===== src/verilog/cnv_defs.svh =====
/*
 * Convolution row unit sizes
 * Data, block, row and accumulator widths shared by the package and RTL
 */
`ifndef CNV_DEFS_SVH
`define CNV_DEFS_SVH

// ========================================================================
// Data and block geometry
// ========================================================================
// One activation or weight word
`define CNV_DATA_W      8
// Positions per block, one flag bit each
`define CNV_BLOCK_DEPTH 8

// ========================================================================
// Row geometry and sum widths
// ========================================================================
// Output columns per row
`define CNV_LENROW      6
`define CNV_COL_W       3
// Full product plus guard bits for the block sum
`define CNV_MAC_W       (2 * `CNV_DATA_W + 4)
// Lane sums plus incoming partial sum
`define CNV_PSUM_W      (`CNV_MAC_W + 4)
// Hit counter, counts 0 up to a full block
`define CNV_HIT_W       ($clog2(`CNV_BLOCK_DEPTH + 1))

`endif


===== src/verilog/cnv_pkg.sv =====
/*
 * Convolution row package
 * Data, block, sum, column and FSM state types for the row unit
 */
`default_nettype none

`include "cnv_defs.svh"

package cnv_pkg;

    // ========================================================================
    // Data types
    // ========================================================================
    // Signed activation or weight
    typedef logic signed [`CNV_DATA_W-1:0] data_t;

    // Whole block, element 0 in the low bits
    typedef data_t [`CNV_BLOCK_DEPTH-1:0] block_t;

    // Set bit marks a nonzero entry
    typedef logic [`CNV_BLOCK_DEPTH-1:0] flag_t;

    // Sum of one lane over one block
    typedef logic signed [`CNV_MAC_W-1:0] mac_t;

    // Partial sum of one output column
    typedef logic signed [`CNV_PSUM_W-1:0] psum_t;

    // Output column address
    typedef logic [`CNV_COL_W-1:0] col_t;

    // ========================================================================
    // FSM states
    // ========================================================================
    // Lane FSM
    typedef enum logic [1:0] {
        MAC_IDLE,
        MAC_RUN,
        MAC_DONE
    } mac_state_e;

    // Accumulator FSM
    typedef enum logic [1:0] {
        ACC_IDLE,
        ACC_WAIT_MAC,
        ACC_OUT
    } acc_state_e;

endpackage

`default_nettype wire


===== src/verilog/mac_if.sv =====
/*
 * Accumulator to MAC lane link
 * Start strobe toward the lane, valid/ready result with sum and hit count back
 */
`timescale 1ns/1ps
`default_nettype none

`include "cnv_defs.svh"

interface mac_if;

    // Launch strobe, only while the lane is idle
    logic                  start;

    // Result handshake
    logic                  res_valid;
    logic                  res_ready;

    // Result payload, held from res_valid until taken
    cnv_pkg::mac_t         sum;
    logic [`CNV_HIT_W-1:0] hits;

    // Accumulator side
    modport acc (
        output start,
        output res_ready,
        input  res_valid,
        input  sum,
        input  hits
    );

    // Lane side
    modport mac (
        input  start,
        input  res_ready,
        output res_valid,
        output sum,
        output hits
    );

endinterface

`default_nettype wire


===== src/verilog/cnv_row.sv =====
/*
 * Convolution row unit, top level
 * Two parallel sparse MAC lanes, one per weight row, feeding a partial sum
 * accumulator that streams one output column per block
 */
`timescale 1ns/1ps
`default_nettype none

module cnv_row (
    input  logic            clk,
    input  logic            rst_n,
    // Block input
    input  logic            in_valid,
    output logic            in_ready,
    input  cnv_pkg::block_t act,
    input  cnv_pkg::flag_t  act_flag,
    input  cnv_pkg::block_t wei0,
    input  cnv_pkg::flag_t  wei0_flag,
    input  cnv_pkg::block_t wei1,
    input  cnv_pkg::flag_t  wei1_flag,
    input  cnv_pkg::psum_t  psum_in,
    input  logic            row_last,
    // Result output
    output logic            out_valid,
    input  logic            out_ready,
    output cnv_pkg::psum_t  out_psum,
    output cnv_pkg::col_t   out_col,
    output logic            out_row_end
);

    // ========================================================================
    // Lane links
    // ========================================================================
    mac_if lane0_if ();
    mac_if lane1_if ();

    // ========================================================================
    // Accumulator
    // ========================================================================
    psum_row_acc u_acc (
        .clk         (clk),
        .rst_n       (rst_n),
        .in_valid    (in_valid),
        .in_ready    (in_ready),
        .psum_in     (psum_in),
        .row_last    (row_last),
        .lane0       (lane0_if.acc),
        .lane1       (lane1_if.acc),
        .out_valid   (out_valid),
        .out_ready   (out_ready),
        .out_psum    (out_psum),
        .out_col     (out_col),
        .out_row_end (out_row_end)
    );

    // ========================================================================
    // MAC lanes
    // ========================================================================
    // Both lanes share the activation block
    // Weight row 0
    sparse_mac u_mac0 (
        .clk      (clk),
        .rst_n    (rst_n),
        .act      (act),
        .act_flag (act_flag),
        .wei      (wei0),
        .wei_flag (wei0_flag),
        .port     (lane0_if.mac)
    );

    // Weight row 1
    sparse_mac u_mac1 (
        .clk      (clk),
        .rst_n    (rst_n),
        .act      (act),
        .act_flag (act_flag),
        .wei      (wei1),
        .wei_flag (wei1_flag),
        .port     (lane1_if.mac)
    );

endmodule

`default_nettype wire


===== src/verilog/psum_row_acc.sv =====
/*
 * Partial sum row accumulator
 * Accepts one block at a time, launches both MAC lanes, adds their sums to
 * the incoming partial sum and walks the column address down the row
 */
`timescale 1ns/1ps
`default_nettype none

`include "cnv_defs.svh"

module psum_row_acc (
    input  logic           clk,
    input  logic           rst_n,
    // Block input
    input  logic           in_valid,
    output logic           in_ready,
    input  cnv_pkg::psum_t psum_in,
    input  logic           row_last,
    // MAC lanes
    mac_if.acc             lane0,
    mac_if.acc             lane1,
    // Result output
    output logic           out_valid,
    input  logic           out_ready,
    output cnv_pkg::psum_t out_psum,
    output cnv_pkg::col_t  out_col,
    output logic           out_row_end
);

    // Rightmost column, matching the real feature map position
    localparam cnv_pkg::col_t LAST_COL = cnv_pkg::col_t'(`CNV_LENROW - 1);

    // ========================================================================
    // Declarations
    // ========================================================================
    cnv_pkg::acc_state_e state_q;
    logic                start_q;
    logic                last_q;
    cnv_pkg::col_t       col_q;

    // Stored input partial sum and final result
    cnv_pkg::psum_t      psum_q;
    cnv_pkg::psum_t      out_psum_q;

    logic                in_fire;
    logic                both_valid;
    logic                take;
    logic                out_fire;

    // ========================================================================
    // Handshakes
    // ========================================================================
    // One block in flight per row
    assign in_ready   = (state_q == cnv_pkg::ACC_IDLE);
    assign in_fire    = in_valid && in_ready;

    // Take both lane results on the same edge
    assign both_valid = lane0.res_valid && lane1.res_valid;
    assign take       = (state_q == cnv_pkg::ACC_WAIT_MAC) && both_valid;

    assign out_valid  = (state_q == cnv_pkg::ACC_OUT);
    assign out_fire   = out_valid && out_ready;

    // Lane launch and result acceptance
    assign lane0.start     = start_q;
    assign lane1.start     = start_q;
    assign lane0.res_ready = take;
    assign lane1.res_ready = take;

    // ========================================================================
    // Accumulator FSM
    // ========================================================================
    always_ff @(posedge clk or negedge rst_n) begin
        if (!rst_n) begin
            state_q <= cnv_pkg::ACC_IDLE;
            start_q <= 1'b0;
            last_q  <= 1'b0;
        end else begin
            // Start is a single-cycle strobe after the input transfer
            start_q <= in_fire;
            case (state_q)
                cnv_pkg::ACC_IDLE: begin
                    if (in_fire) begin
                        last_q  <= row_last;
                        state_q <= cnv_pkg::ACC_WAIT_MAC;
                    end
                end
                cnv_pkg::ACC_WAIT_MAC: begin
                    if (take) begin
                        state_q <= cnv_pkg::ACC_OUT;
                    end
                end
                cnv_pkg::ACC_OUT: begin
                    // Hold result under back-pressure
                    if (out_ready) begin
                        state_q <= cnv_pkg::ACC_IDLE;
                    end
                end
                default: begin
                    state_q <= cnv_pkg::ACC_IDLE;
                end
            endcase
        end
    end

    // ========================================================================
    // Sum path
    // ========================================================================
    always_ff @(posedge clk) begin
        if (in_fire) begin
            psum_q <= psum_in;
        end
        // Lane sums sign-extended to partial sum width
        if (take) begin
            out_psum_q <= psum_q
                        + cnv_pkg::psum_t'(lane0.sum)
                        + cnv_pkg::psum_t'(lane1.sum);
        end
    end

    // ========================================================================
    // Column address
    // ========================================================================
    // Counts down from the row end, reloads on the last column of a row
    always_ff @(posedge clk or negedge rst_n) begin
        if (!rst_n) begin
            col_q <= LAST_COL;
        end else if (out_fire) begin
            if (last_q || (col_q == '0)) begin
                col_q <= LAST_COL;
            end else begin
                col_q <= col_q - 1'b1;
            end
        end
    end

    assign out_psum    = out_psum_q;
    assign out_col     = col_q;
    assign out_row_end = last_q;

    // ========================================================================
    // Assertions
    // ========================================================================
    a_out_hold : assert property (
        @(posedge clk) disable iff (!rst_n)
        (out_valid && !out_ready) |=> $stable(out_psum)
    );

    a_one_in_flight : assert property (
        @(posedge clk) disable iff (!rst_n)
        !(in_ready && out_valid)
    );

endmodule

`default_nettype wire


===== src/verilog/sparse_mac.sv =====
/*
 * Sparse MAC lane
 * Multiplies one activation block with one weight row, visiting only the
 * positions where both flags are set, one position per cycle
 */
`timescale 1ns/1ps
`default_nettype none

`include "cnv_defs.svh"

module sparse_mac (
    input  logic            clk,
    input  logic            rst_n,
    input  cnv_pkg::block_t act,
    input  cnv_pkg::flag_t  act_flag,
    input  cnv_pkg::block_t wei,
    input  cnv_pkg::flag_t  wei_flag,
    mac_if.mac              port
);

    localparam int IDX_W = $clog2(`CNV_BLOCK_DEPTH);

    // ========================================================================
    // Declarations
    // ========================================================================
    cnv_pkg::mac_state_e             state_q;

    // Latched operands and remaining work mask
    cnv_pkg::block_t                 act_q;
    cnv_pkg::block_t                 wei_q;
    cnv_pkg::flag_t                  mask_q;

    cnv_pkg::flag_t                  match;
    cnv_pkg::flag_t                  mask_nxt;
    logic [IDX_W-1:0]                idx;
    logic signed [2*`CNV_DATA_W-1:0] prod;
    logic                            launch;

    cnv_pkg::mac_t                   sum_q;
    logic [`CNV_HIT_W-1:0]           hits_q;

    // Index of the lowest set bit, scanning down so low bits win
    function automatic logic [IDX_W-1:0] lowest_set(input cnv_pkg::flag_t m);
        logic [IDX_W-1:0] pos;
        pos = '0;
        for (int i = `CNV_BLOCK_DEPTH - 1; i >= 0; i--) begin
            if (m[i]) begin
                pos = IDX_W'(i);
            end
        end
        return pos;
    endfunction

    // ========================================================================
    // Position select and product
    // ========================================================================
    // Only pairs with both entries nonzero contribute
    assign match    = act_flag & wei_flag;
    assign launch   = (state_q == cnv_pkg::MAC_IDLE) && port.start;

    assign idx      = lowest_set(mask_q);
    assign prod     = $signed(act_q[idx]) * $signed(wei_q[idx]);

    // Drop the lowest set bit
    assign mask_nxt = mask_q & (mask_q - 1'b1);

    // ========================================================================
    // Lane FSM
    // ========================================================================
    always_ff @(posedge clk or negedge rst_n) begin
        if (!rst_n) begin
            state_q <= cnv_pkg::MAC_IDLE;
        end else begin
            case (state_q)
                cnv_pkg::MAC_IDLE: begin
                    // Empty match goes straight to a zero result
                    if (port.start) begin
                        if (match == '0) begin
                            state_q <= cnv_pkg::MAC_DONE;
                        end else begin
                            state_q <= cnv_pkg::MAC_RUN;
                        end
                    end
                end
                cnv_pkg::MAC_RUN: begin
                    // Last matching position handled this cycle
                    if (mask_nxt == '0) begin
                        state_q <= cnv_pkg::MAC_DONE;
                    end
                end
                cnv_pkg::MAC_DONE: begin
                    if (port.res_ready) begin
                        state_q <= cnv_pkg::MAC_IDLE;
                    end
                end
                default: begin
                    state_q <= cnv_pkg::MAC_IDLE;
                end
            endcase
        end
    end

    // ========================================================================
    // Operand capture and accumulation
    // ========================================================================
    always_ff @(posedge clk) begin
        if (launch) begin
            act_q  <= act;
            wei_q  <= wei;
            mask_q <= match;
            sum_q  <= '0;
            hits_q <= '0;
        end else if (state_q == cnv_pkg::MAC_RUN) begin
            mask_q <= mask_nxt;
            sum_q  <= sum_q + cnv_pkg::mac_t'(prod);
            hits_q <= hits_q + 1'b1;
        end
    end

    // Result held in DONE until the accumulator takes it
    assign port.res_valid = (state_q == cnv_pkg::MAC_DONE);
    assign port.sum       = sum_q;
    assign port.hits      = hits_q;

    // ========================================================================
    // Assertions
    // ========================================================================
    // Accumulator must not launch a busy lane
    a_start_idle : assert property (
        @(posedge clk) disable iff (!rst_n)
        port.start |-> (state_q == cnv_pkg::MAC_IDLE)
    );

    // Result payload frozen while stalled
    a_sum_hold : assert property (
        @(posedge clk) disable iff (!rst_n)
        (port.res_valid && !port.res_ready) |=> $stable(port.sum)
    );

endmodule

`default_nettype wire

===== config.mk =====
export PLATFORM = sky130hd
export DESIGN_NAME = cnv_row
export DESIGN_NICKNAME = d
export VERILOG_FILES = /design/src/verilog/cnv_pkg.sv /design/src/verilog/mac_if.sv /design/src/verilog/cnv_row.sv /design/src/verilog/psum_row_acc.sv /design/src/verilog/sparse_mac.sv
export VERILOG_INCLUDE_DIRS = /design/src /design/src/verilog
export SDC_FILE = /design/constraint.sdc
export NUM_CORES = 1
export LEC_CHECK = 0
export BUFFER_PORTS_ARGS = -buffer_cell sky130_fd_sc_hd__buf_2
export CELL_PAD_IN_SITES_DETAIL_PLACEMENT = 0
export CELL_PAD_IN_SITES_GLOBAL_PLACEMENT = 1
export CORE_ASPECT_RATIO = 1.5
export CORE_MARGIN = 2
export CORE_UTILIZATION = 48
export DETAILED_ROUTE_END_ITERATION = 7
export PLACE_DENSITY_LB_ADDON = 0.1
export REMOVE_ABC_BUFFERS = 1
export SKIP_LAST_GASP = 1
export SYNTH_ARGS = -nofsm -noshare
export SYNTH_HDL_FRONTEND = slang
export SYNTH_SLANG_ARGS = --single-unit

===== constraint.sdc =====
create_clock -name clk -period 8.2 [get_ports clk]
set_clock_uncertainty 0.05 [all_clocks]
set_input_delay 1.64 -clock clk [delete_from_list [all_inputs] [get_ports clk]]
set_output_delay 1.64 -clock clk [all_outputs]
set_load 0.005 [all_outputs]

# Yosys cells after proc, flatten, opt, wreduce, memory -nomap -nowiden
# Index checks and enable logic that the tools add are counted.
# op_classes
n_addsub,7
mul,2
n_lt_le_gt_ge,2
n_eq_ne,15
mux,42
n_bitwise,4
reduce_logical,21
# ops
operator,count
binary-select mux 8 bit (select 3 bit),4
2-to-1 mux 8 bit,8
2-to-1 mux 3 bit,17
adder 24 x 20 -> 24 bit,2
adder 20 x 16 -> 20 bit,2
bitwise AND 8 bit,4
zero test 8 bit,4
multiplier 8 x 8 -> 16 bit,2
2-to-1 mux 2 bit,10
one-hot mux 2 bit (3 select lines),3
subtractor 8 x 1 -> 8 bit (second input constant),2
inequality test 2 bit (second input constant),7
AND reduction 3 bit,3
less-than comparator 3 x 4 -> 1 bit (second input constant),2
== test 2 x 1 -> 1 bit (second input constant),3
== test 2 bit (second input constant),3
logical AND 1 bit,6
zero test 2 bit,3
inequality test 2 x 1 -> 1 bit (second input constant),2
nonzero test 2 bit,2
zero test 3 bit,1
subtractor 3 x 1 -> 3 bit (second input constant),1
AND reduction 2 bit,1
logical OR 1 bit,1
# totals
ff_bits,371
inputBits,245
out_inout_bits,30
elab_cells,137

# Longest topological paths before layout
# depth
depth_word,12
ltp_mapped,27
ltp_nobuf,25

# Hierarchy
# Synthesis repeated with hierarchy kept, for this count alone.
# unflattened
hier_cells,1854
hier_area_um2,23777.8
# by_module_without_submodules
module,instances,cells_each,area_each_um2,seq_area_each_um2
sparse_mac at u_mac1,1,790,10110.9,4614.4
sparse_mac at u_mac0,1,784,10078.4,4614.4
psum_row_acc,1,280,3588.4,1619.1

# Worst setup path before layout
# OpenSTA, ideal clock, no wires.
# synth_timing
kind,register -> register
start,register u_mac0.mask_q[1]
end,"register u_mac0.sum_q[16], in the netlist u_mac0.port.sum[16]"
setup_ns,0.117
t_arrival_ns,7.314
t_required_ns,8.033
path_slack_ns,0.719
stages_incl_launch_ff,22
path_buffers,3
period_less_slack_ns,7.481
path_cell_list,edfxtp_1 buf_2 or4_4 a21oi_4 buf_6 buf_8 mux2i_1 a21oi_1 mux2_2 nor2b_1 fa_1 fa_1 fa_1 fa_1 fa_1 ha_1 a21o_1 a2111oi_0 or3_1 a21boi_0 or3_1 a32o_1
# synth_between
elab_chain_len,6
elab_cells_between_ends,8
classes_between,add/sub (1); mul (1); mux (6)
# synth_lines
item,line,text
start: declaration,sparse_mac.sv:31,cnv_pkg::flag_t mask_q;
start signal: assignment,sparse_mac.sv:110,mask_q <= match;
start signal: assignment,sparse_mac.sv:114,mask_q <= mask_nxt;
2-to-1 mux 3 bit (*) (2 in a row),sparse_mac.sv:47,if (m[i]) begin
binary-select mux 8 bit (select 3 bit),sparse_mac.sv:62,assign prod = $signed(act_q[idx]) * $signed(wei_q[idx]);
2-to-1 mux 8 bit (implied by the code),sparse_mac.sv:62,
multiplier 8 x 8 -> 16 bit (*),sparse_mac.sv:62,
adder 20 x 16 -> 20 bit (*),sparse_mac.sv:115,sum_q <= sum_q + cnv_pkg::mac_t'(prod);
end signal: assignment,sparse_mac.sv:115,
end: declaration,sparse_mac.sv:39,cnv_pkg::mac_t sum_q;
# Mark *: on every way between the ends. The rest lies on a longest branch, timed or not. The select of a mux whose other input is x is not followed.
# A chain may end at the register's enable or synchronous reset.

# Final worst setup path
# Ends and elaborated chain as after synthesis.

==> impl_results.md <==
- Netlist Area Pre-Place: 23,200 um2
- Final setup viols: 0
- Hold Path Cell Cnt: 1
- Most used DFF post-synth: edfxtp_1
- CTS Buf Count: 39
- Worst Hold Launch: u_acc.state_q[1]
- Simple logic cell fraction of the synthesized area: around 8.7%
- Netlist cell types: 73
- WHS Endpoint: u_acc.state_q[0]
- Worst-path clk slew: 70 ps
- Row cnt: 98
- Total GRT Usage: between 20 and 25%
- GRT Residual Overflow: 0
- Hold Fails Final Rpt: 0
- Yosys warning count: 0
- DRT iter0 DRCs: 554
- Post-DP Area: 25,300 um2
- Slew @ Worst Pin: 1050 ps
- Chip Width: between 150 and 200 um
- Min Clock Period, post-route: 7790 ps
- 1st-pass router iterations: 4
- Crit start category: flop
- Commonest non-fill, non-tap cell in the layout: edfxtp_1
- TritonCTS Sinks: ~370
- Largest net degree at the start of global routing: 81
- Tightest Hold Check Type: flop to flop
- Final worst setup slack: 409 ps
- FF+latch count, synth: 371
- CTS Hold Buffers Added: 0
- Post-synth top area share: 41.4%
- Syn avg cell area: 12.6 um2
- Multi-input logic area: 11,500 um2
- Crit path arrival time: 8190 ps
- I/O pin cnt: 275
- Final design area excluding fillers: 26,600 um2
- Starting Density: 48.7%
- Async SR Flop Fraction: 2.96%
- Final Cycle Share: between 90% and 100%
- Syn-to-layout area delta: 14.5%
- Via density: ~5.4
- Cell at the slowest stage of the critical path: a2111oi_0
- Post-Synthesis Cells: 1,848
- Via total after detailed routing: 14,906
- First-pass GRT wire length: about 85,000 um
- Register Area: between 10,000 and 15,000 um2
- Largest family of logic cells by synthesized area: adder cells
- Ratio of cells with drive above 1 in the final layout: 19.7%
- Hpwl dp: 42,200 um
- Dpl ws: 359 ps
- Synth area leaders: edfxtp_1 (41%), fa_1 (17%), ha_1 (6.1%), dfxtp_1 (3.4%), inv_1 (3.2%)
- Final Slew Violations: 0
- DR DRC count: 0
- Max incr delay on CP: 720 ps
- Worst Path Required: 8600 ps
- Port Buffer Count: between 200 and 300
- Antenna violation net count after detailed routing: 0
- Number of global-route vias before repair: ~16,000
- Most common cell on crit path: fa_1
- H-tree depth: 2
- Max Fclk: 128 MHz
- Worst-Skew Late Latency: 550 ps
- Commonest cells after routing, fill and taps aside: edfxtp_1 (320), buf_2 (274), fa_1 (202), inv_1 (196), nor2_1 (122)
- Synth Area in XOR/XNOR: 2.15%
- Number of synthesized flops with an enable pin: between 300 and 400
- WL final: 53,700 um
- Compound-Gate Fraction of Synth Area: approximately 9.7%
- Reg2reg path depth: 25
- Die footprint: approximately 50,000 um2
- Sequential share of the synthesized area: 46.0%
- Reg2reg end: u_mac0.port.sum[16]
- # nets final: 2,708
- Reg2reg setup slack: 410 ps
- Crit path launch: u_mac0.mask_q[1]
- Outcome: finished clean
- Slew HR: 29.9%
- Core area: 47,700 um2
- RSZ-0062 raised after global routing: no
- Fillers: 4,107
- CP bufs+invs: 4
- Chip Height: 273 um
- Clock Tree Root: clkbuf_16
- Initial antenna violation count: 15
- Crit Path Max Fanout: 16
- Mux share of post-synthesis cell area: 5.06%
- WL per Instance: 19.3 um
- Max clock buf depth: 3
- Placer Congestion: 0.857
- Crit-path leading delay family: adder cells
- RR Startpoint: u_mac0.mask_q[1]
- Max-Cap Viols: 0
- Leading area contributor after synthesis: edfxtp_1
- CTS tree: built
- Crit Path Category: flop to flop
- Setup crit end kind: flop
- Synthesized-area fraction occupied by adder cells: 23.7%
[state kept, by name (all words and copies together) (netlist names)]
register	count
u_mac0.act_q	64
u_acc.out_row_end	1
u_acc.out_psum	24
u_acc.psum_q	24
u_mac0.wei_q	64
u_acc.out_col	3
u_mac0.state_q	2
u_mac1.mask_q	8
u_mac0.mask_q	8
u_mac1.state_q	2
u_acc.lane0.start	1
u_acc.state_q	2
u_mac1.wei_q	64
u_mac1.act_q	64
u_mac1.port.sum	20
u_mac0.port.sum	20
[per-stage QoR]
| step | TNS, ps | hold slack [ps] | cells | util (%) |
|---|---|---|---|---|
| 5_1_grt | 0 | 455 | 2777 | 55.7 |
| 4_1_cts | 0 | 427 | 2773 | 55.7 |
| 2_1_floorplan | -6420 | 382 | 1795 | - |
| 3_5_place_dp | 0 | 415 | 2706 | 53.1 |
| 6_report | 0 | 428 | 2779 | 55.7 |
| 3_3_place_gp | 0 | 409 | 2706 | 53.1 |
[worst max path at each step]
stage | to | slack [ps] | depth (start not counted)
3_3_place_gp | u_mac1.port.sum[18] | 440 | 22
4_1_cts | u_mac0.port.sum[16] | 350 | 19
5_1_grt | u_mac1.port.sum[18] | 20 | 26
2_1_floorplan | u_mac0.port.sum[16] | -890 | 19
6_report | u_mac0.port.sum[16] | 410 | 25
3_5_place_dp | u_mac0.port.sum[16] | 360 | 19
[final cells by class]
type                            count  share of cell area, %
Inverter                          198                   2.82
Timing Repair Buffer              311                   6.30
Antenna cell                        6                 0.0565
Sequential cell                   371                   40.2
Multi-Input combinational cell   1226                   43.2
Clock buffer                       46                   3.89
Clock inverter                     21                  0.687
Tap cell                          600                   2.82
[layer usage]
metal / global-route usage (%) / vias to the layer above / part of all wire [%]
li1: - / 7091 / -
met1: 25.9 / 7375 / 39
met2: 40.2 / 321 / 53
met3: 3.61 / 105 / 4.3
met4: 7.98 / 14 / 3.6
met5: 0 / - / 0.17
[Yosys cell counts (4+ instances only)]
cell type	n
xnor2_1	40
nor3_1	8
or3_1	7
fa_1	202
a21o_1	13
and3_1	5
a21oi_2	7
maj3_1	4
o31ai_1	14
dfrtp_1	9
edfxtp_1	320
nand2_1	71
mux2i_4	4
nor2_1	122
nor2b_1	87
buf_4	6
inv_1	196
clkbuf_1	27
a211oi_1	76
ha_1	114
nand3_1	28
o21a_1	13
o311ai_0	5
nand4_1	5
xor2_1	17
or2_2	4
buf_2	7
nand3b_1	5
mux2i_2	23
o21ai_0	64
buf_6	10
o211ai_1	9
a31oi_1	4
mux2i_1	70
nand2b_1	24
mux2_2	6
or2_1	25
o21bai_1	6
a21oi_1	99
dfxtp_1	40
[worst reg2reg max path, delay by kind of cell, from the launching register on]
family          cells  cell delay, ps
fa+ha+maj           7            2560
compound gates      8            2230
simple gates        5            1440
flops               1             500
mux                 1             460
buf+inv             4             450
[what timing repair did]
| action | 4_1_cts | 5_1_grt |
|---|---|---|
| buffers inserted | 0 | 0 |
| setup endpoints to repair | 0 | 2 |
| resized for setup | 0 | 2 |
[logic make-up (layout without fill, tap and decap cells)]
kind of cell    after synthesis  after routing
flops                       371            371
xor+xnor                     57             57
other cells                   0              6
mux                         103            103
simple gates                402            402
buf+inv                     251            576
fa+ha+maj                   320            320
compound gates              344            344
Power is left out: the tool's default activity adds up to more than one toggle a clock period on the data nets, which glitch-free logic cannot reach.
